--- src/hdl/riscv_macros.svh ---
`ifndef RISCV_MACROS_SVH
`define RISCV_MACROS_SVH

// Datapath widths
`define XLEN        32
`define REG_ADDR_W  5

`define RESET_PC    32'h0000_0000       // First fetch address

// Base opcodes of the supported subset
`define OP_LOAD     7'd3
`define OP_IMM      7'd19
`define OP_STORE    7'd35
`define OP_R        7'd51
`define OP_BRANCH   7'd99
`define OP_JALR     7'd103
`define OP_JAL      7'd111

// ALU control codes
`define ALU_ADD     3'b000
`define ALU_SUB     3'b001
`define ALU_AND     3'b010
`define ALU_OR      3'b011
`define ALU_SLT     3'b101

`endif

--- src/hdl/riscv_pkg.sv ---
`include "riscv_macros.svh"

package riscv_pkg;

    // Data and address word
    typedef logic [`XLEN-1:0]       word_t;

    // Register number from x0 to x31
    typedef logic [`REG_ADDR_W-1:0] reg_idx_t;

    // Raw instruction word
    typedef logic [31:0]            instr_t;

    // Immediate format select
    // 0 = I, 1 = S, 2 = B, 3 = J
    typedef logic [2:0]             imm_src_t;

    // Write-back source
    // 0 = ALU, 1 = memory, 2 = PC+4
    typedef logic [1:0]             result_src_t;

    // Coarse ALU request from the main decoder
    // 0 = add, 1 = sub, 2 = decided by funct fields
    typedef logic [2:0]             alu_op_t;

    // Final ALU operation as one of the ALU_* codes
    typedef logic [2:0]             alu_ctrl_t;

endpackage

--- src/hdl/alu.sv ---
`timescale 1ns/1ps

`include "riscv_macros.svh"

module alu (
    input  riscv_pkg::word_t     a,
    input  riscv_pkg::word_t     b,
    input  riscv_pkg::alu_ctrl_t alu_ctrl,

    output riscv_pkg::word_t     result,
    output logic                 zero
);

    import riscv_pkg::*;

    word_t sum;
    word_t diff;
    logic  lt;

    assign sum  = a + b;
    assign diff = a - b;
    assign lt   = $signed(a) < $signed(b);     // Signed compare for slt

    always_comb begin
        case (alu_ctrl)
            `ALU_ADD: result = sum;
            `ALU_SUB: result = diff;
            `ALU_AND: result = a & b;
            `ALU_OR:  result = a | b;
            `ALU_SLT: result = {{(`XLEN-1){1'b0}}, lt};
            default:  result = '0;
        endcase
    end

    // Branch equality test rides on this
    assign zero = (result == '0);

endmodule

--- src/hdl/reg_file.sv ---
`timescale 1ns/1ps

`include "riscv_macros.svh"

module reg_file (
    input  logic                clk,
    input  logic                rst_n,
    input  riscv_pkg::reg_idx_t rs1_addr,
    input  riscv_pkg::reg_idx_t rs2_addr,
    input  riscv_pkg::reg_idx_t rd_addr,
    input  riscv_pkg::word_t    rd_data,
    input  logic                reg_write,

    output riscv_pkg::word_t    rs1_data,
    output riscv_pkg::word_t    rs2_data
);

    import riscv_pkg::*;

    localparam int NUM_REGS = 1 << `REG_ADDR_W;

    word_t regs [NUM_REGS];

    always_ff @(posedge clk or negedge rst_n) begin
        if (!rst_n) begin
            for (int i = 0; i < NUM_REGS; i++) begin
                regs[i] <= '0;
            end
        end else if (reg_write && (rd_addr != '0)) begin   // x0 stays zero
            regs[rd_addr] <= rd_data;
        end
    end

    // Combinational read ports
    assign rs1_data = regs[rs1_addr];
    assign rs2_data = regs[rs2_addr];

    a_x0_rs1_zero: assert property (@(posedge clk) disable iff (!rst_n)
        (rs1_addr == '0) |-> (rs1_data == '0));
    a_x0_rs2_zero: assert property (@(posedge clk) disable iff (!rst_n)
        (rs2_addr == '0) |-> (rs2_data == '0));

endmodule

--- src/hdl/imm_extend.sv ---
`timescale 1ns/1ps

`include "riscv_macros.svh"

module imm_extend (
    input  riscv_pkg::instr_t   instr,
    input  riscv_pkg::imm_src_t imm_src,

    output riscv_pkg::word_t    imm
);

    always_comb begin
        case (imm_src)
            3'd0: begin                 // I-type
                imm = {{(`XLEN-12){instr[31]}}, instr[31:20]};
            end
            3'd1: begin                 // S-type
                imm = {{(`XLEN-12){instr[31]}}, instr[31:25], instr[11:7]};
            end
            3'd2: begin                 // B-type with halfword offset
                imm = {{(`XLEN-12){instr[31]}}, instr[7], instr[30:25],
                       instr[11:8], 1'b0};
            end
            3'd3: begin                 // J-type
                imm = {{(`XLEN-20){instr[31]}}, instr[19:12], instr[20],
                       instr[30:21], 1'b0};
            end
            default: begin
                imm = '0;
            end
        endcase
    end

endmodule

--- src/hdl/main_decoder.sv ---
`timescale 1ns/1ps

`include "riscv_macros.svh"

module main_decoder (
    input  logic [6:0]             opcode,
    input  logic                   eq,

    output logic                   pc_src,
    output riscv_pkg::result_src_t result_src,
    output logic                   mem_write,
    output logic                   alu_src,
    output riscv_pkg::imm_src_t    imm_src,
    output logic                   reg_write,
    output riscv_pkg::alu_op_t     alu_op,
    output logic                   jalr
);

    always_comb begin
        // Zero defaults make an unknown opcode a no-op
        pc_src     = 1'b0;
        result_src = 2'd0;
        mem_write  = 1'b0;
        alu_src    = 1'b0;
        imm_src    = 3'd0;
        reg_write  = 1'b0;
        alu_op     = 3'd0;
        jalr       = 1'b0;

        unique case (opcode)
            `OP_R: begin
                reg_write  = 1'b1;
                alu_op     = 3'd2;      // Funct fields pick the op
            end
            `OP_LOAD: begin
                result_src = 2'd1;      // From memory
                alu_src    = 1'b1;
                reg_write  = 1'b1;      // Address is rs1 + I-imm
            end
            `OP_IMM: begin
                alu_src    = 1'b1;
                reg_write  = 1'b1;
                alu_op     = 3'd2;
            end
            `OP_STORE: begin
                mem_write  = 1'b1;
                alu_src    = 1'b1;
                imm_src    = 3'd1;      // S-type
            end
            `OP_BRANCH: begin
                pc_src     = eq;        // Every branch behaves as beq
                imm_src    = 3'd2;      // B-type
                alu_op     = 3'd1;      // Compare by subtraction
            end
            `OP_JALR: begin
                pc_src     = 1'b1;
                result_src = 2'd2;      // Link is PC+4
                alu_src    = 1'b1;      // ALU forms rs1 + imm
                reg_write  = 1'b1;
                jalr       = 1'b1;
            end
            `OP_JAL: begin
                pc_src     = 1'b1;
                result_src = 2'd2;
                imm_src    = 3'd3;      // J-type
                reg_write  = 1'b1;
            end
            default: begin
                // Opcode zero lands here too
            end
        endcase
    end

    // A store never writes the register file in the same instruction
    always_comb begin
        assert #0 (!(mem_write && reg_write))
            else $error("main_decoder: mem_write and reg_write both set, opcode %0d", opcode);
    end

endmodule

--- src/hdl/control_unit.sv ---
`timescale 1ns/1ps

`include "riscv_macros.svh"

module control_unit (
    input  logic [6:0]             opcode,
    input  logic [2:0]             funct3,
    input  logic                   funct7_5,
    input  logic                   zero,

    output logic                   pc_src,
    output logic                   jalr,
    output logic                   mem_write,
    output logic                   alu_src,
    output logic                   reg_write,
    output riscv_pkg::result_src_t result_src,
    output riscv_pkg::imm_src_t    imm_src,
    output riscv_pkg::alu_ctrl_t   alu_ctrl
);

    import riscv_pkg::*;

    alu_op_t alu_op;
    logic    r_sub;                     // Register-form subtract

    main_decoder u_main_decoder (
        .opcode     (opcode),
        .eq         (zero),
        .pc_src     (pc_src),
        .result_src (result_src),
        .mem_write  (mem_write),
        .alu_src    (alu_src),
        .imm_src    (imm_src),
        .reg_write  (reg_write),
        .alu_op     (alu_op),
        .jalr       (jalr)
    );

    // funct7[5] also appears in I-type immediates, so addi must ignore it
    assign r_sub = (opcode == `OP_R) && funct7_5;

    always_comb begin
        unique case (alu_op)
            3'd0: alu_ctrl = `ALU_ADD;
            3'd1: alu_ctrl = `ALU_SUB;
            3'd2: begin
                case (funct3)
                    3'b000:  alu_ctrl = r_sub ? `ALU_SUB : `ALU_ADD;
                    3'b010:  alu_ctrl = `ALU_SLT;
                    3'b110:  alu_ctrl = `ALU_OR;
                    3'b111:  alu_ctrl = `ALU_AND;
                    default: alu_ctrl = `ALU_ADD;   // Unsupported funct3
                endcase
            end
            default: alu_ctrl = `ALU_ADD;
        endcase
    end

    always_comb begin
        assert #0 (alu_ctrl inside {`ALU_ADD, `ALU_SUB, `ALU_AND, `ALU_OR, `ALU_SLT})
            else $error("control_unit: undefined alu_ctrl %0d", alu_ctrl);
    end

endmodule

--- src/hdl/datapath.sv ---
`timescale 1ns/1ps

`include "riscv_macros.svh"

module datapath (
    input  logic                   clk,
    input  logic                   rst_n,
    input  riscv_pkg::instr_t      instr,
    input  riscv_pkg::word_t       read_data,

    input  logic                   pc_src,
    input  logic                   jalr,
    input  logic                   alu_src,
    input  logic                   reg_write,
    input  riscv_pkg::result_src_t result_src,
    input  riscv_pkg::imm_src_t    imm_src,
    input  riscv_pkg::alu_ctrl_t   alu_ctrl,

    output riscv_pkg::word_t       pc,
    output riscv_pkg::word_t       data_addr,
    output riscv_pkg::word_t       write_data,
    output logic                   zero
);

    import riscv_pkg::*;

    reg_idx_t rs1_addr;
    reg_idx_t rs2_addr;
    reg_idx_t rd_addr;
    word_t    rs1_data;
    word_t    rs2_data;
    word_t    imm;
    word_t    alu_b;
    word_t    alu_result;
    word_t    result;
    word_t    pc_plus4;
    word_t    pc_target;
    word_t    pc_next;

    assign rs1_addr = instr[19:15];
    assign rs2_addr = instr[24:20];
    assign rd_addr  = instr[11:7];

    always_ff @(posedge clk or negedge rst_n) begin
        if (!rst_n) begin
            pc <= `RESET_PC;
        end else begin
            pc <= pc_next;
        end
    end

    assign pc_plus4  = pc + word_t'(4);
    assign pc_target = pc + imm;                // Branch and jal target

    // jalr target comes out of the ALU as rs1 + imm
    always_comb begin
        if (jalr) begin
            pc_next = {alu_result[`XLEN-1:1], 1'b0};
        end else if (pc_src) begin
            pc_next = pc_target;
        end else begin
            pc_next = pc_plus4;
        end
    end

    reg_file u_reg_file (
        .clk       (clk),
        .rst_n     (rst_n),
        .rs1_addr  (rs1_addr),
        .rs2_addr  (rs2_addr),
        .rd_addr   (rd_addr),
        .rd_data   (result),
        .reg_write (reg_write),
        .rs1_data  (rs1_data),
        .rs2_data  (rs2_data)
    );

    imm_extend u_imm_extend (
        .instr   (instr),
        .imm_src (imm_src),
        .imm     (imm)
    );

    assign alu_b = alu_src ? imm : rs2_data;

    alu u_alu (
        .a        (rs1_data),
        .b        (alu_b),
        .alu_ctrl (alu_ctrl),
        .result   (alu_result),
        .zero     (zero)
    );

    always_comb begin
        case (result_src)
            2'd1:    result = read_data;
            2'd2:    result = pc_plus4;     // Link address
            default: result = alu_result;
        endcase
    end

    assign data_addr  = alu_result;
    assign write_data = rs2_data;

    a_pc_aligned: assert property (@(posedge clk) disable iff (!rst_n)
        pc[1:0] == 2'b00);

endmodule

--- src/hdl/single_cycle_cpu.sv ---
`timescale 1ns/1ps

module single_cycle_cpu (
    input  logic              clk,
    input  logic              rst_n,
    input  riscv_pkg::instr_t instr,
    input  riscv_pkg::word_t  read_data,

    output riscv_pkg::word_t  pc,
    output riscv_pkg::word_t  data_addr,
    output riscv_pkg::word_t  write_data,
    output logic              mem_write
);

    import riscv_pkg::*;

    logic        pc_src;
    logic        jalr;
    logic        alu_src;
    logic        reg_write;
    logic        zero;
    result_src_t result_src;
    imm_src_t    imm_src;
    alu_ctrl_t   alu_ctrl;

    control_unit u_control_unit (
        .opcode     (instr[6:0]),
        .funct3     (instr[14:12]),
        .funct7_5   (instr[30]),
        .zero       (zero),
        .pc_src     (pc_src),
        .jalr       (jalr),
        .mem_write  (mem_write),
        .alu_src    (alu_src),
        .reg_write  (reg_write),
        .result_src (result_src),
        .imm_src    (imm_src),
        .alu_ctrl   (alu_ctrl)
    );

    datapath u_datapath (
        .clk        (clk),
        .rst_n      (rst_n),
        .instr      (instr),
        .read_data  (read_data),
        .pc_src     (pc_src),
        .jalr       (jalr),
        .alu_src    (alu_src),
        .reg_write  (reg_write),
        .result_src (result_src),
        .imm_src    (imm_src),
        .alu_ctrl   (alu_ctrl),
        .pc         (pc),
        .data_addr  (data_addr),
        .write_data (write_data),
        .zero       (zero)
    );

endmodule

--- config.mk ---
export PLATFORM = sky130hd
export DESIGN_NAME = single_cycle_cpu
export DESIGN_NICKNAME = d
export VERILOG_FILES = /design/src/hdl/riscv_pkg.sv /design/src/hdl/alu.sv /design/src/hdl/reg_file.sv /design/src/hdl/imm_extend.sv /design/src/hdl/main_decoder.sv /design/src/hdl/control_unit.sv /design/src/hdl/datapath.sv /design/src/hdl/single_cycle_cpu.sv
export VERILOG_INCLUDE_DIRS = /design/src /design/src/hdl
export SDC_FILE = /design/constraint.sdc
export NUM_CORES = 2
export LEC_CHECK = 0
export BUFFER_PORTS_ARGS = -buffer_cell sky130_fd_sc_hd__buf_2
export CAP_MARGIN = 40
export CORE_ASPECT_RATIO = 1.4
export CORE_MARGIN = 5
export CORE_UTILIZATION = 41
export CTS_CLUSTER_SIZE = 30
export DETAILED_ROUTE_END_ITERATION = 10
export PLACE_DENSITY = 0.66
export SYNTH_ARGS = -nofsm -noshare
export SYNTH_HDL_FRONTEND = slang
export SYNTH_SLANG_ARGS = --single-unit
--- constraint.sdc ---
create_clock -name clk -period 7.65 [get_ports clk]
set_input_delay 0.765 -clock clk [delete_from_list [all_inputs] [get_ports clk]]
set_output_delay 0.765 -clock clk [all_outputs]
set_load 0.005 [all_outputs]
==> flow_metrics.tcl <==
set metrics [dict create \
    outcome "finished, final reports clean" \
    critical_path_class "primary input to output pin" \
    yosys.cell_count.top_type "nand2_1" \
    drtPass1Iterations 5 \
    cts_setup_buffers 0 \
    slew_violations 0 \
    r2r_start "u_datapath.u_reg_file.regs[128]" \
    root_buffer "clkbuf_16" \
    critPathMostFrequentCell "buf_4" \
    antenna_left 0 \
    synth_edf_count 0 \
    grt_pass1_wl_mm 313 \
    die-height_um 469 \
    cpPeakStageDelay_ns 0.54 \
    cts_resized 0 \
    reg2reg_slack_ns 0.78 \
    routed_wl_mm 209 \
    placedCellCount 7562 \
    drcViolationCount 0 \
    avgSynthCellArea_sq_um 10.7 \
    tightest_slew_ns 1.11 \
    clk_path_buf_depth 3 \
    wire_per_inst_um 27.0 \
    die_w_um 338 \
    initial_core_util 0.412 \
    hold_path.class "primary input to asynchronous set/reset pin" \
    place_hpwl_mm 136 \
    clk_pin_slew_ns 0.06 \
    antenna_found_initial 5 \
    holdWs_ns 0.0870 \
    tns_ns 0 \
    final_nets 5911 \
    viasPerCell 6.25 \
    grt_max_degree 169 \
    rows 168 \
    arrival_ns 6.58 \
    utilization 0.465 \
    hold_violations 0 \
    yosysTopAreaCell "dfrtp_1" \
    cp_cell_sequence "buf_8 > buf_12 > mux4_2 > mux4_2 > mux2i_1 > buf_4 > nand2_1 > o21ai_0 > ha_1 > buf_4 > nor2b_1 > o31ai_1 > nor4bb_1 > buf_4 > or4_1 > a31oi_1 > o21a_1 > o311a_1 > o311a_1 > a211o_1 > buf_2" \
    worst_path_max_delay_cell "mux4_2" \
    cts_sinks 1056 \
    path_buf_inv 6 \
    syn2layout_area_growth_pct 12.8 \
    cts_tree "yes" \
    io_buffers 162 \
    synth_top_area_frac 0.428 \
    r2r.worst_path.cells 22 \
    vias 48400 \
    cp_max_fo 19 \
    clock_latency_ns 0.73 \
    endpoint_kind "output pin" \
    setup.worst_path.start_class "primary input" \
    htreeDepth 3 \
    vdd_ir_drop_max_mv 0.178 \
    grt_usage 0.263 \
    critPathRequiredTime_ns 6.88 \
    fin_skew_ns 0.0451 \
    powerDensity_mw_per_mm2 187 \
    finalNonFillerCells 7744 \
    overflow 0 \
    rsz0062_at_grt "false" \
    period_share 0.960 \
    design.die.area_sq_mm 0.159 \
    finalSetupViolCount 0 \
    fin_crit_ns 7.34 \
    synth.area.top_cells "dfrtp_1 (43%), mux4_2 (23%), o21ai_0 (8.8%)" \
    syn-num-nets 5959 \
    async_flop_share 1.00 \
    cpLargestDelayFamily "compound AO/OA/AOI/OAI gates" \
    grt_pass1_vias 48900 \
    fp.coreArea_sq_mm 0.150 \
    synth_common_cells "nand2_1 (1220), o21ai_0 (1082), dfrtp_1 (1056)" \
    routabilityCongestion 1.04 \
    slew_headroom 0.258 \
    ios 163 \
    synthFlopType "dfrtp_1" \
    cap_violations 0 \
    synthCells 5753 \
    drt_iter0_markers 4976 \
    ys_seq_elements 1056 \
    leakagePower_nw 29.6 \
    hold_buffers 0 \
    synth_cell_types 86 \
    fmax_mhz 136 \
    yosys_warnings 0 \
    syn_area_sq_mm 0.0617 \
    yosysSeqAreaShare 0.428 \
    reg2reg_to "u_datapath.pc[14]" \
    cts_made_buffers 96 \
    drive_gt1_frac 0.236 \
]
[sequential cells by signal (all words and copies together), names as in the netlist]
register and flops:
u_datapath.u_reg_file.regs 1024, u_datapath.pc 32
[per-stage QoR]
| stage | worst slack, ns | total power [W] | instance area (sq um) |
|---|---|---|---|
| 2_1_floorplan | 0.238 | 0.00712 | 61700 |
| 3_3_place_gp | 0.0969 | 0.00776 | 65300 |
| 3_5_place_dp | 0.0298 | 0.00780 | 66200 |
| 4_1_cts | 0.429 | 0.0131 | 69600 |
| 5_1_grt | 0.152 | 0.0135 | 69600 |
| 6_report | 0.307 | 0.0130 | 69600 |
[area by class of cell]
| class | instances | area, sq um |
|---|---|---|
| fill | 13500 | 80000 |
| multi-input combinational | 4019 | 33100 |
| sequential | 1056 | 26400 |
| timing repair buffer | 405 | 3670 |
| clock buffer | 134 | 2870 |
| tap | 1955 | 2450 |
| clock inverter | 42 | 577 |
| inverter | 127 | 477 |
| antenna | 6 | 15.0 |
[kinds of logic (layout without fill, tap and decap cells)]
logic type,Yosys count,count (layout),share of synthesized area
simple gates,1573,1573,0.104
compound gates,1476,1476,0.133
flops,1056,1056,0.428
mux,762,762,0.254
buf+inv,678,708,0.0416
fa+ha+maj,140,140,0.0287
xor+xnor,68,68,0.00965
other cells,0,6,0
[worst max-delay path by stage]
stage / slack, ns / from / end / cells past startpoint
4_1_cts: 0.43 / instr[20] / data_addr[31] / 21
2_1_floorplan: 0.24 / instr[20] / u_datapath.pc[0] / 24
3_5_place_dp: 0.03 / instr[20] / u_datapath.pc[14] / 19
3_3_place_gp: 0.1 / instr[20] / u_datapath.pc[9] / 19
6_report: 0.31 / instr[20] / data_addr[31] / 21
5_1_grt: 0.15 / instr[20] / data_addr[31] / 18
[report_power, final]
part,internal [W],switching (W)
Combinational,0.000752,0.00115
Sequential,0.00567,0.000141
Clock,0.00303,0.00228
[metal layers]
metal	part of all wire	track usage	wire [um]	vias up
met5	0.00012	0	26	-
met4	0.069	0.147	14300	4
met3	0.092	0.0486	19200	657
met2	0.46	0.422	96900	2467
met1	0.38	0.338	78300	24500
li1	-	-	-	20800
[layout by cell type, fill, tap and decap left out, types with 119 or more instances in the layout]
cell	instances
buf_4	179
mux4_2	640
ha_1	136
buf_2	156
inv_1	125
o21ai_0	1080
dfrtp_1	1056
nand2_1	1189
a21oi_1	119
nor2_1	135
No activity file was read; power rests on OpenSTA's default activity.
